<file path="config.mk">
export PLATFORM = sky130hd
export DESIGN_NAME = l2_dir_stage_flat
export DESIGN_NICKNAME = d
export VERILOG_FILES = /design/src/logic/l2_config_pkg.sv /design/src/logic/l2_req_pkg.sv /design/src/logic/l2_stage_if.sv /design/src/logic/l2_dir_stage.sv /design/src/flat_wrapper.sv
export SDC_FILE = /design/constraint.sdc
export NUM_CORES = 1
export LEC_CHECK = 0
export ABC_AREA = 1
export BUFFER_PORTS_ARGS = -buffer_cell sky130_fd_sc_hd__buf_2
export CAP_MARGIN = 40
export CORE_AREA = 4 4 251 253
export CTS_BUF_LIST = sky130_fd_sc_hd__clkbuf_8
export CTS_CLUSTER_SIZE = 14
export DETAILED_ROUTE_END_ITERATION = 8
export DIE_AREA = 0 0 255 257
export MAX_ROUTING_LAYER = met4
export PLACE_DENSITY = 0.58
export RECOVER_POWER = 25
export SKIP_CTS_REPAIR_TIMING = 1
export SYNTH_ARGS = -nofsm -noshare
export SYNTH_HDL_FRONTEND = slang
export SYNTH_SLANG_ARGS = --single-unit
</file>
<file path="constraint.sdc">
create_clock -name clk -period 1.95 [get_ports clk]
set_clock_uncertainty 0.2 [all_clocks]
set_input_delay 0.0975 -clock clk [delete_from_list [all_inputs] [get_ports clk]]
set_output_delay 0.0975 -clock clk [all_outputs]
set_load 0.02 [all_outputs]
</file>
<file path="src/logic/l2_config_pkg.sv">
// Cache geometry constants and the widths derived from them
`default_nettype none

package l2_config_pkg;

	// Line layout
	localparam int LINE_WORDS = 4;
	localparam int LINE_BITS = LINE_WORDS * 32;
	localparam int MASK_BITS = LINE_BITS / 8;

	// L2 organisation
	localparam int L2_WAYS = 4;
	localparam int L2_SETS = 16;
	localparam int L2_WAY_BITS = $clog2(L2_WAYS);
	localparam int L2_SET_BITS = $clog2(L2_SETS);
	localparam int L2_INDEX_BITS = L2_WAY_BITS + L2_SET_BITS;

	// Line address, split two ways by the L2 and by the L1 copies
	localparam int ADDR_BITS = 16;
	localparam int L2_TAG_BITS = ADDR_BITS - L2_SET_BITS;

	localparam int L1_SET_BITS = 3;
	localparam int L1_SETS = 1 << L1_SET_BITS;
	localparam int L1_TAG_BITS = ADDR_BITS - L1_SET_BITS;

endpackage

`default_nettype wire
</file>
<file path="src/logic/l2_req_pkg.sv">
// Request operation codes, the line address union and response status
`default_nettype none

package l2_req_pkg;

	typedef enum logic [1:0] {
		OP_LOAD = 2'd0,
		OP_STORE = 2'd1,
		OP_LOAD_SYNC = 2'd2,
		OP_STORE_SYNC = 2'd3
	} op_e;

	// Same 16 bits, seen by the L2 tag array or by the L1 tag copies
	typedef union packed {
		struct packed {
			logic [l2_config_pkg::L2_TAG_BITS-1:0] tag;
			logic [l2_config_pkg::L2_SET_BITS-1:0] set;
		} l2;
		struct packed {
			logic [l2_config_pkg::L1_TAG_BITS-1:0] tag;
			logic [l2_config_pkg::L1_SET_BITS-1:0] set;
		} l1;
	} line_addr_u;

	typedef enum logic {
		ST_MISS = 1'b0,
		ST_HIT = 1'b1
	} status_e;

endpackage

`default_nettype wire

</file>
<file path="src/logic/l2_stage_if.sv">
// Stage-to-stage bundle with one request and its lookup results
`default_nettype none

interface l2_stage_if #(
	parameter int NUM_CORES = 2,
	parameter int STRANDS_PER_CORE = 2
);
	localparam int TOTAL_STRANDS = NUM_CORES * STRANDS_PER_CORE;
	localparam int STRAND_BITS = (TOTAL_STRANDS > 1) ? $clog2(TOTAL_STRANDS) : 1;

	// Request as it entered the pipeline
	logic valid;
	l2_req_pkg::op_e op;
	logic [STRAND_BITS-1:0] strand;
	l2_req_pkg::line_addr_u address;
	logic [l2_config_pkg::LINE_BITS-1:0] data;
	logic [l2_config_pkg::MASK_BITS-1:0] mask;
	logic has_fill;
	logic [l2_config_pkg::LINE_BITS-1:0] fill_data;

	// Results gathered on the way down
	logic hit;
	logic [l2_config_pkg::L2_WAY_BITS-1:0] hit_way;
	logic [l2_config_pkg::L2_WAY_BITS-1:0] victim_way;
	logic [l2_config_pkg::L2_TAG_BITS-1:0] victim_tag;
	logic victim_dirty;
	logic [NUM_CORES-1:0] l1_holders;
	logic sync_ok;

	modport producer (
		output valid, op, strand, address, data, mask, has_fill, fill_data,
		output hit, hit_way, victim_way, victim_tag, victim_dirty, l1_holders, sync_ok
	);

	modport consumer (
		input valid, op, strand, address, data, mask, has_fill, fill_data,
		input hit, hit_way, victim_way, victim_tag, victim_dirty, l1_holders, sync_ok
	);
endinterface

`default_nettype wire

</file>
<file path="src/logic/l2_dir_stage.sv">
// Directory stage with L2 dirty bits, L1 tag copies and victim dirty select
`default_nettype none

module l2_dir_stage #(
	parameter int NUM_CORES = 2,
	parameter int STRANDS_PER_CORE = 2,
	localparam int CORE_BITS = (NUM_CORES > 1) ? $clog2(NUM_CORES) : 1
) (
	input logic clk,
	input logic arst_n,
	input logic stall,
	l2_stage_if.consumer in,
	l2_stage_if.producer out,
	input logic dirty_wr_en,
	input logic [l2_config_pkg::L2_INDEX_BITS-1:0] dirty_wr_index,
	input logic dirty_wr_value,
	input logic l1_wr_en,
	input logic [CORE_BITS-1:0] l1_wr_core,
	input l2_req_pkg::line_addr_u l1_wr_address
);
	localparam int L2_LINES = l2_config_pkg::L2_WAYS * l2_config_pkg::L2_SETS;
	localparam int L1_SETS = l2_config_pkg::L1_SETS;

	logic [L2_LINES-1:0] dirty_mem;

	// One direct-mapped tag copy per core
	logic [l2_config_pkg::L1_TAG_BITS-1:0] l1_tag_mem [NUM_CORES][L1_SETS];
	logic [NUM_CORES-1:0] l1_valid_mem [L1_SETS];
	logic [NUM_CORES-1:0] holders;

	always_comb
	begin
		for (int c = 0; c < NUM_CORES; c++)
			holders[c] = l1_valid_mem[in.address.l1.set][c]
				&& l1_tag_mem[c][in.address.l1.set] == in.address.l1.tag;
	end

	always_ff @(posedge clk or negedge arst_n)
	begin
		if (!arst_n)
		begin
			dirty_mem <= '0;
			for (int s = 0; s < L1_SETS; s++)
				l1_valid_mem[s] <= '0;
		end
		else if (!stall)
		begin
			if (dirty_wr_en)
				dirty_mem[dirty_wr_index] <= dirty_wr_value;
			if (l1_wr_en)
				l1_valid_mem[l1_wr_address.l1.set][l1_wr_core] <= 1'b1;
		end
	end

	always_ff @(posedge clk)
	begin
		if (!stall && l1_wr_en)
			l1_tag_mem[l1_wr_core][l1_wr_address.l1.set] <= l1_wr_address.l1.tag;
	end

	always_ff @(posedge clk or negedge arst_n)
	begin
		if (!arst_n)
			out.valid <= 1'b0;
		else if (!stall)
			out.valid <= in.valid;
	end

	always_ff @(posedge clk)
	begin
		if (!stall)
		begin
			out.op <= in.op;
			out.strand <= in.strand;
			out.address <= in.address;
			out.data <= in.data;
			out.mask <= in.mask;
			out.has_fill <= in.has_fill;
			out.fill_data <= in.fill_data;
			out.hit <= in.hit;
			out.hit_way <= in.hit_way;
			out.victim_way <= in.victim_way;
			out.victim_tag <= in.victim_tag;
			out.victim_dirty <= dirty_mem[{in.victim_way, in.address.l2.set}];
			out.l1_holders <= holders;
		end
	end

	assign out.sync_ok = 1'b0;
endmodule

`default_nettype wire

</file>
<file path="src/flat_wrapper.sv">
// flat-port wrapper written by rule: the top's interface ports become plain ports
module l2_dir_stage_flat 
#(
	parameter int NUM_CORES = 2,
	parameter int STRANDS_PER_CORE = 2,
	localparam int CORE_BITS = (NUM_CORES > 1) ? $clog2(NUM_CORES) : 1
)
  (clk, arst_n, stall, dirty_wr_en, dirty_wr_index, dirty_wr_value, l1_wr_en, l1_wr_core, l1_wr_address, in_valid, in_op, in_strand, in_address, in_data, in_mask, in_has_fill, in_fill_data, in_hit, in_hit_way, in_victim_way, in_victim_tag, in_victim_dirty, in_l1_holders, in_sync_ok, out_valid, out_op, out_strand, out_address, out_data, out_mask, out_has_fill, out_fill_data, out_hit, out_hit_way, out_victim_way, out_victim_tag, out_victim_dirty, out_l1_holders, out_sync_ok);
  l2_stage_if #(.NUM_CORES(NUM_CORES), .STRANDS_PER_CORE(STRANDS_PER_CORE)) in_i ();
  l2_stage_if #(.NUM_CORES(NUM_CORES), .STRANDS_PER_CORE(STRANDS_PER_CORE)) out_i ();
  input logic clk;
  input logic arst_n;
  input logic stall;
  input logic dirty_wr_en;
  input logic [l2_config_pkg::L2_INDEX_BITS-1:0] dirty_wr_index;
  input logic dirty_wr_value;
  input logic l1_wr_en;
  input logic [CORE_BITS-1:0] l1_wr_core;
  input l2_req_pkg::line_addr_u l1_wr_address;
  input wire logic [$bits(in_i.valid)-1:0] in_valid;
  input wire logic [$bits(in_i.op)-1:0] in_op;
  input wire logic [$bits(in_i.strand)-1:0] in_strand;
  input wire logic [$bits(in_i.address)-1:0] in_address;
  input wire logic [$bits(in_i.data)-1:0] in_data;
  input wire logic [$bits(in_i.mask)-1:0] in_mask;
  input wire logic [$bits(in_i.has_fill)-1:0] in_has_fill;
  input wire logic [$bits(in_i.fill_data)-1:0] in_fill_data;
  input wire logic [$bits(in_i.hit)-1:0] in_hit;
  input wire logic [$bits(in_i.hit_way)-1:0] in_hit_way;
  input wire logic [$bits(in_i.victim_way)-1:0] in_victim_way;
  input wire logic [$bits(in_i.victim_tag)-1:0] in_victim_tag;
  input wire logic [$bits(in_i.victim_dirty)-1:0] in_victim_dirty;
  input wire logic [$bits(in_i.l1_holders)-1:0] in_l1_holders;
  input wire logic [$bits(in_i.sync_ok)-1:0] in_sync_ok;
  output wire logic [$bits(out_i.valid)-1:0] out_valid;
  output wire logic [$bits(out_i.op)-1:0] out_op;
  output wire logic [$bits(out_i.strand)-1:0] out_strand;
  output wire logic [$bits(out_i.address)-1:0] out_address;
  output wire logic [$bits(out_i.data)-1:0] out_data;
  output wire logic [$bits(out_i.mask)-1:0] out_mask;
  output wire logic [$bits(out_i.has_fill)-1:0] out_has_fill;
  output wire logic [$bits(out_i.fill_data)-1:0] out_fill_data;
  output wire logic [$bits(out_i.hit)-1:0] out_hit;
  output wire logic [$bits(out_i.hit_way)-1:0] out_hit_way;
  output wire logic [$bits(out_i.victim_way)-1:0] out_victim_way;
  output wire logic [$bits(out_i.victim_tag)-1:0] out_victim_tag;
  output wire logic [$bits(out_i.victim_dirty)-1:0] out_victim_dirty;
  output wire logic [$bits(out_i.l1_holders)-1:0] out_l1_holders;
  output wire logic [$bits(out_i.sync_ok)-1:0] out_sync_ok;
  assign in_i.valid = in_valid;
  assign in_i.op = in_op;
  assign in_i.strand = in_strand;
  assign in_i.address = in_address;
  assign in_i.data = in_data;
  assign in_i.mask = in_mask;
  assign in_i.has_fill = in_has_fill;
  assign in_i.fill_data = in_fill_data;
  assign in_i.hit = in_hit;
  assign in_i.hit_way = in_hit_way;
  assign in_i.victim_way = in_victim_way;
  assign in_i.victim_tag = in_victim_tag;
  assign in_i.victim_dirty = in_victim_dirty;
  assign in_i.l1_holders = in_l1_holders;
  assign in_i.sync_ok = in_sync_ok;
  assign out_valid = out_i.valid;
  assign out_op = out_i.op;
  assign out_strand = out_i.strand;
  assign out_address = out_i.address;
  assign out_data = out_i.data;
  assign out_mask = out_i.mask;
  assign out_has_fill = out_i.has_fill;
  assign out_fill_data = out_i.fill_data;
  assign out_hit = out_i.hit;
  assign out_hit_way = out_i.hit_way;
  assign out_victim_way = out_i.victim_way;
  assign out_victim_tag = out_i.victim_tag;
  assign out_victim_dirty = out_i.victim_dirty;
  assign out_l1_holders = out_i.l1_holders;
  assign out_sync_ok = out_i.sync_ok;
  l2_dir_stage #(.NUM_CORES(NUM_CORES), .STRANDS_PER_CORE(STRANDS_PER_CORE)) u_core (.clk(clk), .arst_n(arst_n), .stall(stall), .in(in_i), .out(out_i), .dirty_wr_en(dirty_wr_en), .dirty_wr_index(dirty_wr_index), .dirty_wr_value(dirty_wr_value), .l1_wr_en(l1_wr_en), .l1_wr_core(l1_wr_core), .l1_wr_address(l1_wr_address));
endmodule
</file>
==> results.md, run 1 <==
* Result of the run: complete, but fails checks
* Violated checks: negative hold slack
* CP delay by family, top: flip-flops
* NumNets Final at 3,505
* Peak supply drop at 0.0004969 V
* Layout Area Growth over Synthesis at 60.02%
* Cell chosen for the clock root: sky130_fd_sc_hd__clkbuf_8
* Average routed wire per standard cell at 25.41 um
* Number of clock buffers inserted by TritonCTS at 104
* Syn_area_per_cell at 13.00 sq um
* Post-route insts no fill at 4,063
* Top cell type's share of synthesized area at 68.92%
* Slew at the pin closest to its max-slew limit at 1.359 ns
* Max Fanout on Critical Path at 1
* Number of I/O pins at 659
* # setup viols final at 0
* DRC violations left at 0
* Fill cells at 4,956
* Clock power share at 36.9%
* Critical Path End Type: primary output
* Cell taking the most area after synthesis: sky130_fd_sc_hd__edfxtp_1
* Sum of net half-perimeters after detailed placement at 70,240 um
* Cell at the slowest stage of the critical path: sky130_fd_sc_hd__edfxtp_1
* Cell types occupying the most area after synthesis: sky130_fd_sc_hd__edfxtp_1, sky130_fd_sc_hd__dfrtp_1, sky130_fd_sc_hd__nand2_1
* All-layer global routing usage at 28.68%
* Vias per Instance at 4.925
* Total of buffers placed on input and output ports at 653
* Die Area at 0.06554 sq mm
* Leakage power of the design at 15.66 nW
* Detailed Routing Iterations Pass 1 at 5
* Starting density of the core at 37.20%
* Worst EP arrival at 1.65 ns
* Area of the multi-input gates at 0.004125 sq mm
* Total Power Consumption at 31.65 mW
* Portion of total power attributed to sequential cells at 48.8%
* Clk pin slew, worst setup/hold paths at 0.07 ns
* Worst-case hold slack at -0.1333 ns
* Area of the core at 0.06103 sq mm
* Fraction of final layout cells with drive strength greater than 1 at 27.90%
* First-pass GRT wire length at 127,300 um
* Min Tclk post-route at 1.948 ns
* Crit start category: flop
* Max-cap viol count at 0
* Largest net degree at the start of global routing at 121
* Most common cell after layout, fill and taps aside: sky130_fd_sc_hd__dlygate4sd3_1
* Width of the chip at 255 um
* Clock tree buffer depth at 3
* Class of the worst hold path: primary input to flop
* Yosys warns at 0
* Cell Area, Synth at 0.02270 sq mm
* Max transition margin at 9.373%
* Minimum setup slack after placement at 0.04852 ns
* Netlist cell types at 24
* Height of the die at 257 um
* Storage cell area at 0.01767 sq mm
* TritonCTS clock tree: built
* Clock net sink count at 602
* Initial antenna violation count at 26
* Part of the cycle the worst path needs at 99.88%
* Commonest cells after routing, fill and taps aside: sky130_fd_sc_hd__dlygate4sd3_1, sky130_fd_sc_hd__buf_2, sky130_fd_sc_hd__edfxtp_1
* Final routed wirelength across all metal layers at 103,200 um
* Overall overflow remaining after global route at 0
* Crit path cell chain: buf_2
* Final estimated routing congestion in global placement at 1.031
* Combinational share of power at 14.3%
* Syn Inst Count at 1,746
* Power Internal at 22.98 mW
* Seq/Total Area, Yosys at 77.84%
* Number of register bits inferred by synthesis at 602
* Stage delay of the slowest cell on the critical path at 0.66 ns
* Data required, critical path at 1.65 ns
* Number of vias in the routed layout at 20,010
* Peak Freq at 513.4 MHz
* Power dissipated by switching net loads at 8.673 mW
* Final Slew Violations at 0
* Count of routing violations after the opening detailed-route iteration at 2,063
* Number of levels in the clock H-tree at 3
* Type of the setup path with the least slack: flop to primary output
* Number of buffer and inverter stages on the critical path at 1
* Placement Rows at 91
* Placed cell count at 3,189
* Post-route antenna net violation count at 0
* Vias in the first global route at 16,260
* Fin. Hold Viols at 4
* Total nets after synthesis at 2,090
* Setup slack of the critical path after layout at 0.002337 ns
* Clk Latency, worst-skew pair at 0.69 ns
* Switching power share of the total at 27.40%
* Pwr Density at 871.4 mW/mm^2
state kept, by name (all words and copies together), names as in the netlist, 12 cells and up:
name	flops
u_core.dirty_mem	64
u_core.out.address	16
u_core.out.fill_data	128
u_core.out.mask	16
u_core.l1_valid_mem	16
u_core.out.victim_tag	12
u_core.l1_tag_mem	208
u_core.out.data	128
routing by layer:
metal  wire [um]  track usage (%)
met3       11550            10.36
met1       44040            40.35
met2       43820            40.43
met5           0                -
met4        3808            5.956
stage by stage:
| stage | utilization [%] | cell area (sq um) | TNS (ns) |
|---|---|---|---|
| global route | 59.50 | 36310 | -0.05399 |
| CTS | 48.79 | 29780 | 0 |
| finish | 59.53 | 36330 | 0 |
| floorplan | - | 22850 | -2069.61 |
| detailed placement | 45.39 | 27700 | 0 |
| global placement | 45.39 | 27700 | 0 |
logic make-up (layout without fill, tap and decap cells):
kind of cell	Yosys count	after routing	share of synthesized area [%]
other	1	23	0.01652
and+or+nand+nor	761	761	14.09
DFF	602	602	77.84
AOI/OAI and AO/OA	146	146	3.500
buffers and inverters	236	1741	4.547
path summary, 6_finish.rpt:
path	from	end	slack, ns	depth (start not counted)
worst max register to register	u_core.l1_tag_mem[0][72]	u_core.out.l1_holders[0]	0.33	11
worst min register to register	u_core.l1_valid_mem[1]	u_core.l1_valid_mem[1]	0.27	1
worst max-delay path	u_core.out.fill_data[32]	out_fill_data[32]	0.002	1
min in group asynchronous	arst_n	u_core.dirty_mem[36]	0.37	4
worst min-delay path	dirty_wr_index[3]	u_core.dirty_mem[12]	-0.13	4
max in group asynchronous	arst_n	u_core.l1_valid_mem[12]	0.45	4
power groups by stage:
stage / combinational (mW) / clock, mW / sequential (mW)
6_report: 4.54 / 11.7 / 15.4
2_1_floorplan: 0.975 / 0 / 16.1
3_3_place_gp: 3.33 / 0 / 15.6
3_5_place_dp: 3.36 / 0 / 15.6
4_1_cts: 3.38 / 11.9 / 15.4
5_1_grt: 4.81 / 12.5 / 15.5
Yosys cell counts, drive strengths merged:
| cell type | n |
|---|---|
| a31oi | 50 |
| nand3b | 1 |
| a21oi | 63 |
| edfxtp | 521 |
| nor3 | 8 |
| nand3 | 184 |
| clkbuf | 14 |
| or2 | 13 |
| o22ai | 1 |
| inv | 159 |
| nand2 | 449 |
| conb | 1 |
| buf | 63 |
| dfrtp | 81 |
| o21ai | 32 |
| nor2 | 104 |
| nand4 | 2 |
area by class of cell:
cell class | count | share of cell area, %
Inverter | 159 | 1.646
Timing Repair Buffer | 1386 | 29.77
Antenna cell | 22 | 0.1515
Multi-Input combinational cell | 908 | 11.36
Sequential cell | 602 | 48.65
Clock inverter | 84 | 1.471
Tap cell | 790 | 2.721
Clock buffer | 112 | 4.243
Note: power is estimated with default switching activity, not from simulation.
==> run 2, diff against run 1 <==
--- a/config.mk
+++ b/config.mk
@@ -5,16 +5,16 @@
 export SDC_FILE = /design/constraint.sdc
 export NUM_CORES = 1
 export LEC_CHECK = 0
-export ABC_AREA = 1
+export ABC_AREA = 0
 export BUFFER_PORTS_ARGS = -buffer_cell sky130_fd_sc_hd__buf_2
 export CAP_MARGIN = 40
-export CORE_AREA = 4 4 251 253
+export CORE_AREA = 4 4 252 254
 export CTS_BUF_LIST = sky130_fd_sc_hd__clkbuf_8
 export CTS_CLUSTER_SIZE = 14
 export DETAILED_ROUTE_END_ITERATION = 8
-export DIE_AREA = 0 0 255 257
+export DIE_AREA = 0 0 256 258
 export MAX_ROUTING_LAYER = met4
-export PLACE_DENSITY = 0.58
+export PLACE_DENSITY = 0.56
 export RECOVER_POWER = 25
 export SKIP_CTS_REPAIR_TIMING = 1
 export SYNTH_ARGS = -nofsm -noshare
==> results.md, run 2 <==
* Cell taking the most area after synthesis: sky130_fd_sc_hd__edfxtp_1
* Yosys warns at 0
* Endpoint with the least setup slack after the last repair: u_core.out.l1_holders[1]$_DFFE_PN_/D
* Netlist cell types at 41
* Total nets after synthesis at 1,372
* Number of I/O pins at 659
* Area after detailed placement at 0.02676 sq mm
* Seq/Total Area, Yosys at 81.63%
* Syn Inst Count at 1,028
* Result of the run: did not finish
* Total of buffers placed on input and output ports at 653
* Top cell type's share of synthesized area at 72.26%
* Tool error: [ERROR RSZ-0060] Max buffer count reached.
* Minimum setup slack after placement at -0.4008 ns
* Largest net degree at the start of global routing at 94
* Step where the flow halted: global routing (5_1_grt)
* Cell types occupying the most area after synthesis: sky130_fd_sc_hd__edfxtp_1, sky130_fd_sc_hd__dfrtp_1, sky130_fd_sc_hd__mux4_2
* Syn_area_per_cell at 21.06 sq um
* Number of register bits inferred by synthesis at 602
* Sum of net half-perimeters after detailed placement at 72,150 um
* Leading post-synthesis cells by instance count: sky130_fd_sc_hd__edfxtp_1, sky130_fd_sc_hd__dfrtp_1, sky130_fd_sc_hd__mux2_2, sky130_fd_sc_hd__mux4_2, sky130_fd_sc_hd__nor2_1
* Share of flip-flops with an asynchronous set or reset at 13.46%
* Type of pin the worst path ends at: register data pin
* Count leader, synth: sky130_fd_sc_hd__edfxtp_1
* Number of levels in the clock H-tree at 3
* Number of clock buffers inserted by TritonCTS at 104
* Clock tree buffer depth at 3
* Cell chosen for the clock root: sky130_fd_sc_hd__clkbuf_8
* Starting density of the core at 35.34%
* Final estimated routing congestion in global placement at 0.9859
* Width of the chip at 256 um
* Height of the die at 258 um
* Placement Rows at 91
* Number of flops mapped to enable cells by yosys at 521
* Cell Area, Synth at 0.02165 sq mm
* Top flip-flop cell by instance count after synthesis: sky130_fd_sc_hd__edfxtp_1
* Clock net sink count at 602
## run 2: cell types whose count changed after synthesis, sizes merged, moves of 42 or more
cell	before	now
a21oi	63	3
a31oi	50	0
buf	63	21
inv	159	2
mux2	0	85
mux4	0	53
nand2	449	40
nand3	184	5
nor2	104	50
## run 2: logic make-up after synthesis
kind of cell / Yosys count / share of synthesized area (%)
AO/OA/AOI/OAI: 30 / 1.011
other: 1 / 0.01732
AND/OR/NAND/NOR: 155 / 3.601
buffers and inverters: 36 / 0.8727
XOR/XNOR: 26 / 1.052
flip-flops: 602 / 81.63
multiplexers: 178 / 11.82
## run 2: through the flow
stage | hold slack [ns] | setup TNS (ns) | std cells
global placement | -0.1895 | -1.344 | 2503
CTS | -0.9580 | -0.4129 | 2696
detailed placement | -0.1842 | -1.343 | 2503
floorplan | -0.3981 | -1680.16 | 1028
==> run 3, diff against run 2 <==
--- a/config.mk
+++ b/config.mk
@@ -8,13 +8,10 @@
 export ABC_AREA = 0
 export BUFFER_PORTS_ARGS = -buffer_cell sky130_fd_sc_hd__buf_2
 export CAP_MARGIN = 40
-export CORE_AREA = 4 4 252 254
-export CTS_BUF_LIST = sky130_fd_sc_hd__clkbuf_8
-export CTS_CLUSTER_SIZE = 14
+export CORE_MARGIN = 4
+export CORE_UTILIZATION = 30
 export DETAILED_ROUTE_END_ITERATION = 8
-export DIE_AREA = 0 0 256 258
-export MAX_ROUTING_LAYER = met4
-export PLACE_DENSITY = 0.56
+export PLACE_DENSITY_LB_ADDON = 0.15
 export RECOVER_POWER = 25
 export SKIP_CTS_REPAIR_TIMING = 1
 export SYNTH_ARGS = -nofsm -noshare
==> results.md, run 3 <==
* Commonest cells after routing, fill and taps aside: sky130_fd_sc_hd__buf_2, sky130_fd_sc_hd__edfxtp_1, sky130_fd_sc_hd__dlygate4sd3_1
* Critical Path End Type: flop
* All-layer global routing usage at 23.04%
* Share of flip-flops with an asynchronous set or reset at 13.46%
* Total of buffers placed on input and output ports at 653
* Post-route antenna net violation count at 0
* Cell Area, Synth at 0.02165 sq mm
* Clock tree buffer depth at 3
* Crit path cell chain: mux4_2 > mux2i_1 > xor2_1 > nand4_1 > nor4_1
* Netlist cell types at 41
* Class of the worst hold path: primary input to flop
* Seq/Total Area, Yosys at 81.63%
* Number of clock buffers inserted by TritonCTS at 70
* Crit start category: flop
* Adder and majority gate portion of the synthesized area at 0%
* Violated checks: negative hold slack, negative setup slack
* Data required, critical path at 2.17 ns
* Yosys warns at 0
* Xor and xnor area share after synthesis at 1.052%
* Pwr Density at 970.5 mW/mm^2
* Average routed wire per standard cell at 29.72 um
* Placement Rows at 98
* Busiest grt layer: met2
* Number of levels in the clock H-tree at 3
* Clk pin slew, worst setup/hold paths at 0.06 ns
* Number of vias in the routed layout at 14,840
* Final Slew Violations at 0
* Fin. Hold Viols at 24
* Cell taking the most area after synthesis: sky130_fd_sc_hd__edfxtp_1
* Max-cap viol count at 0
* TritonCTS clock tree: built
* Worst-case hold slack at -0.03167 ns
* Most common cell after layout, fill and taps aside: sky130_fd_sc_hd__buf_2
* NumNets Final at 2,493
* Total nets after synthesis at 1,372
* Max transition margin at 51.38%
* Clk Latency, worst-skew pair at 0.60 ns
* Simple-gate share of the synthesized area at 3.601%
* DRC violations left at 0
* Biggest regs: u_core.l1_tag_mem (208), u_core.out.data (128), u_core.out.fill_data (128)
* CP delay by family, top: multiplexers
* Overall overflow remaining after global route at 0
* Number of register bits inferred by synthesis at 602
* Area of the core at 0.07149 sq mm
* Worst EP arrival at 2.39 ns
* Detailed Routing Iterations Pass 1 at 5
* Width of the chip at 276.6 um
* # setup viols final at 17
* Clock net sink count at 602
* Top flip-flop cell by instance count after synthesis: sky130_fd_sc_hd__edfxtp_1
* Number of flops mapped to enable cells by yosys at 521
* Die Area at 0.07653 sq mm
* Final estimated routing congestion in global placement at 1.044
* Number of I/O pins at 659
* Fraction of final layout cells with drive strength greater than 1 at 42.39%
* Grt met2 use at 36.47%
* Vias per Instance at 4.694
* Top cell type's share of synthesized area at 72.26%
* Count leader, synth: sky130_fd_sc_hd__edfxtp_1
* Placed cell count at 2,678
* Cell chosen for the clock root: sky130_fd_sc_hd__clkbuf_16
* Result of the run: complete, but fails checks
* Stage delay of the slowest cell on the critical path at 0.48 ns
* Cell at the slowest stage of the critical path: sky130_fd_sc_hd__mux4_2
* Vias in the first global route at 13,380
* Met3 GRT Util at 9.990%
* Sum of net half-perimeters after detailed placement at 70,230 um
* Min Tclk post-route at 2.169 ns
* Max Fanout on Critical Path at 1
* Largest family of logic cells by synthesized area: multiplexers
* Mux cell area share after synthesis at 11.82%
* Setup slack of the critical path after layout at -0.2190 ns
* Slew at the pin closest to its max-slew limit at 0.7292 ns
* Final routed wirelength across all metal layers at 93,960 um
* Part of the cycle the worst path needs at 111.2%
* Count of routing violations after the opening detailed-route iteration at 1,233
* RSZ-0062 raised after global routing: yes
* Initial antenna violation count at 25
* Compound-gate portion of the synthesized area at 1.011%
* Cell types occupying the most area after synthesis: sky130_fd_sc_hd__edfxtp_1, sky130_fd_sc_hd__dfrtp_1, sky130_fd_sc_hd__mux4_2
* Peak supply drop at 0.0006941 V
* Syn_area_per_cell at 21.06 sq um
* Type of the setup path with the least slack: flop to flop
* First-pass GRT wire length at 121,000 um
* Met1 capacity usage during global routing at 29.77%
* Peak Freq at 461.1 MHz
* Number of flip-flops in the largest register at 208
* Height of the die at 276.6 um
* Leakage power of the design at 12.82 nW
* Starting density of the core at 30.28%
* Post-route insts no fill at 3,162
* Register containing the most flip-flops in the final layout: u_core.l1_tag_mem
* Leading post-synthesis cells by instance count: sky130_fd_sc_hd__edfxtp_1, sky130_fd_sc_hd__dfrtp_1, sky130_fd_sc_hd__mux2_2, sky130_fd_sc_hd__mux4_2, sky130_fd_sc_hd__nor2_1
* Number of buffer and inverter stages on the critical path at 0
* Layout Area Growth over Synthesis at 50.99%
* Syn Inst Count at 1,028
* Largest net degree at the start of global routing at 93
[run 3: worst min-delay path, delay by kind of cell]
kind                   cells  cell delay [ns]
muxes                      1             0.14
and+or+nand+nor            3             0.28
buffers and inverters      1             0.19
[run 3: routing by layer]
metal | routed length [um] | share of wire (%)
met2 | 43370 | 46
met4 | 2381 | 2.5
met3 | 8547 | 9.1
met1 | 39570 | 42
met5 | 92 | 0.098
[run 3: kinds of logic after synthesis]
family / count (synthesis)
AO/OA/AOI/OAI: 30
XOR/XNOR: 26
buffers and inverters: 36
flip-flops: 602
multiplexers: 178
other: 1
AND/OR/NAND/NOR: 155
[run 3: worst paths after layout]
kind	cells past startpoint	slack, ns	to	from
setup / recovery	5	-0.22	u_core.out.l1_holders[1]	u_core.l1_tag_mem[1][25]
hold / removal	5	-0.03	u_core.dirty_mem[24]	dirty_wr_index[4]
setup reg to reg	5	-0.22	u_core.out.l1_holders[1]	u_core.l1_tag_mem[1][25]
hold reg to reg	1	0.27	u_core.l1_valid_mem[4]	u_core.l1_valid_mem[4]
max in group asynchronous	4	0.84	u_core.dirty_mem[5]	arst_n
min in group asynchronous	4	0.40	u_core.l1_valid_mem[3]	arst_n
[run 3: power breakdown]
part / internal, mW / switching (mW) / leakage [nW] / total, mW
combinational: 1.60 / 2.25 / 5.75 / 3.86
sequential: 14.8 / 0.349 / 6.00 / 15.2
clock: 7.35 / 5.32 / 1.06 / 12.7
total: 23.8 / 7.92 / 12.8 / 31.7
[run 3: per-stage QoR]
stage	setup slack (ns)	util, %	TNS [ns]	cell area (sq um)	total power, mW
after floorplan	-4.120	-	-1680.16	21810	16.87
after global placement	-0.4115	37.86	-1.144	27060	18.69
after detailed placement	-0.4208	37.86	-1.178	27060	18.69
after CTS	-0.2631	40.90	-0.6601	29240	31.52
after global routing	-0.2449	45.70	-2.754	32670	32.84
final	-0.2190	45.73	-2.135	32690	31.72
[run 3: cell type report]
cell class | instances | area, sq um
sequential | 602 | 17670
antenna | 11 | 27.53
timing repair buffer | 1083 | 7659
inverter | 2 | 11.26
multi-input combinational | 390 | 3955
clock buffer | 84 | 1826
fill | 6341 | 38800
clock inverter | 40 | 349.1
tap | 950 | 1189
==> run 4, diff against run 3 <==
--- a/config.mk
+++ b/config.mk
@@ -11,8 +11,10 @@
 export CORE_MARGIN = 4
 export CORE_UTILIZATION = 30
 export DETAILED_ROUTE_END_ITERATION = 8
+export GPL_TIMING_DRIVEN = 0
 export PLACE_DENSITY_LB_ADDON = 0.15
 export RECOVER_POWER = 25
+export SETUP_SLACK_MARGIN = 0.05
 export SKIP_CTS_REPAIR_TIMING = 1
 export SYNTH_ARGS = -nofsm -noshare
 export SYNTH_HDL_FRONTEND = slang
==> results.md, run 4 (synthesis results as in run 3) <==
* Result of the run: complete, but fails checks
* Violated checks: negative hold slack, negative setup slack
* Final estimated routing congestion in global placement at 1.015
* Area of the multi-input gates at 0.004026 sq mm
* Biggest regs: u_core.l1_tag_mem (208), u_core.out.data (128), u_core.out.fill_data (128)
* Post-route antenna net violation count at 0
* Max transition margin at 36.41%
* Number of flip-flops in the largest register at 208
* DRC violations left at 0
* Final Slew Violations at 0
* Peak supply drop at 0.0005792 V
* Pwr Density at 980.0 mW/mm^2
* Storage cell area at 0.01767 sq mm
* Placement Rows at 98
* NumNets Final at 2,455
* Vias per Instance at 4.678
* Number of I/O pins at 659
* Register containing the most flip-flops in the final layout: u_core.l1_tag_mem
* Max Fanout on Critical Path at 1
* All-layer global routing usage at 23.57%
* Utilization after layout at 45.17%
* Width of the chip at 276.6 um
* Worst-case hold slack at -0.004149 ns
* Placed cell count at 2,650
* Total non-filler cell area in the finished layout at 0.03229 sq mm
* Data required, critical path at 2.12 ns
* Sum of net half-perimeters after detailed placement at 72,820 um
* Vias in the first global route at 13,540
* Overall overflow remaining after global route at 0
* Crit start category: flop
* Peak Freq at 416.4 MHz
* Slew at the pin closest to its max-slew limit at 0.9487 ns
* Part of the cycle the worst path needs at 123.2%
* Total of buffers placed on input and output ports at 650
* Number of clock buffers inserted by TritonCTS at 70
* Die Area at 0.07653 sq mm
* Layout Area Growth over Synthesis at 49.14%
* RSZ-0062 raised after global routing: yes
* Critical Path End Type: flop
* Fraction of final layout cells with drive strength greater than 1 at 41.82%
* Post-route insts no fill at 3,129
* Clk pin slew, worst setup/hold paths at 0.06 ns
* Initial antenna violation count at 32
* Leakage power of the design at 12.60 nW
* Commonest cells after routing, fill and taps aside: sky130_fd_sc_hd__buf_2, sky130_fd_sc_hd__edfxtp_1, sky130_fd_sc_hd__dlygate4sd3_1
* Clk Latency, worst-skew pair at 0.58 ns
* Clock net sink count at 602
* Total Power Consumption at 31.64 mW
* Starting density of the core at 30.28%
* TritonCTS clock tree: built
* First-pass GRT wire length at 123,500 um
* Fill cells at 6,382
* Detailed Routing Iterations Pass 1 at 5
* Area of the core at 0.07149 sq mm
* Fin. Hold Viols at 1
* Final routed wirelength across all metal layers at 95,700 um
* Average routed wire per standard cell at 30.59 um
* Most common cell after layout, fill and taps aside: sky130_fd_sc_hd__buf_2
* Clock tree buffer depth at 3
* Area after detailed placement at 0.02671 sq mm
* Number of levels in the clock H-tree at 3
* Max-cap viol count at 0
* Worst EP arrival at 2.57 ns
* Min Tclk post-route at 2.402 ns
* # setup viols final at 3
* Largest net degree at the start of global routing at 44
* Number of vias in the routed layout at 14,640
* Height of the die at 276.6 um
* Type of the setup path with the least slack: flop to flop
* Count of routing violations after the opening detailed-route iteration at 987
* Class of the worst hold path: primary input to flop
* Setup slack of the critical path after layout at -0.4518 ns
* Cell chosen for the clock root: sky130_fd_sc_hd__clkbuf_16
## run 4: cell count changes in the layout (fill, tap and decap cells not counted), moves of 4 or more
cell	before	now
sky130_fd_sc_hd__clkinv_2	13	4
sky130_fd_sc_hd__diode_2	11	15
sky130_fd_sc_hd__buf_12	30	9
sky130_fd_sc_hd__buf_16	0	5
sky130_fd_sc_hd__nor2_2	1	7
sky130_fd_sc_hd__dlygate4sd3_1	348	337
sky130_fd_sc_hd__buf_4	55	7
sky130_fd_sc_hd__clkbuf_8	0	4
sky130_fd_sc_hd__nor2_1	43	37
sky130_fd_sc_hd__clkbuf_1	86	99
sky130_fd_sc_hd__buf_8	0	7
sky130_fd_sc_hd__buf_2	576	597
## run 4: worst max-delay path, cell delays in order (launching register included)
cell and delay (ns):
sky130_fd_sc_hd__edfxtp_1 0.37, sky130_fd_sc_hd__mux4_2 0.49, sky130_fd_sc_hd__mux2i_1 0.18, sky130_fd_sc_hd__xnor2_1 0.12, sky130_fd_sc_hd__nor2_1 0.23, sky130_fd_sc_hd__nand4_1 0.22, sky130_fd_sc_hd__nor4_4 0.38
## run 4: final cells by class
| type | count | area share [%] |
|---|---|---|
| Antenna cell | 15 | 0.1163 |
| Timing Repair Buffer | 1010 | 21.64 |
| Inverter | 2 | 0.03488 |
| Tap cell | 950 | 3.681 |
| Clock inverter | 28 | 0.8680 |
| Multi-Input combinational cell | 390 | 12.47 |
| Timing Repair inverter | 1 | 0.01550 |
| Sequential cell | 602 | 54.73 |
| Buffer | 34 | 0.5774 |
| Clock buffer | 97 | 5.863 |
## run 4: metal layers
| layer | global-route usage [%] | up-vias | wire length (um) |
|---|---|---|---|
| li1 | - | 6244 | - |
| met1 | 30.00 | 7644 | 41070 |
| met2 | 38.24 | 615 | 45110 |
| met3 | 9.670 | 118 | 7379 |
| met4 | 4.899 | 16 | 2031 |
| met5 | 0 | - | 102 |
## run 4: final timing paths
kind | startpoint | endpoint | slack, ns | cells past startpoint
setup / recovery | u_core.l1_tag_mem[0][4] | u_core.out.l1_holders[0] | -0.45 | 6
hold / removal | dirty_wr_index[5] | u_core.dirty_mem[38] | -0.004 | 4
setup reg to reg | u_core.l1_tag_mem[0][4] | u_core.out.l1_holders[0] | -0.45 | 6
hold reg to reg | u_core.l1_valid_mem[6] | u_core.l1_valid_mem[6] | 0.27 | 1
max in group asynchronous | arst_n | u_core.dirty_mem[42] | 0.55 | 4
min in group asynchronous | arst_n | u_core.dirty_mem[21] | 0.38 | 3
## run 4: power breakdown
part	leakage (nW)	switching [mW]	total, mW	internal [mW]
Combinational	5.55	2.28	3.83	1.54
Clock	1.05	5.27	12.6	7.34
Sequential	6.00	0.357	15.2	14.8
Total	12.6	7.91	31.6	23.7
## run 4: per-stage QoR
step / setup slack, ns / setup TNS, ns
finish: -0.4518 / -1.027
CTS: -0.7011 / -1.432
global placement: -7.190 / -3089.70
detailed placement: -1.302 / -127.25
global route: -0.4703 / -1.151
floorplan: -4.120 / -1680.16
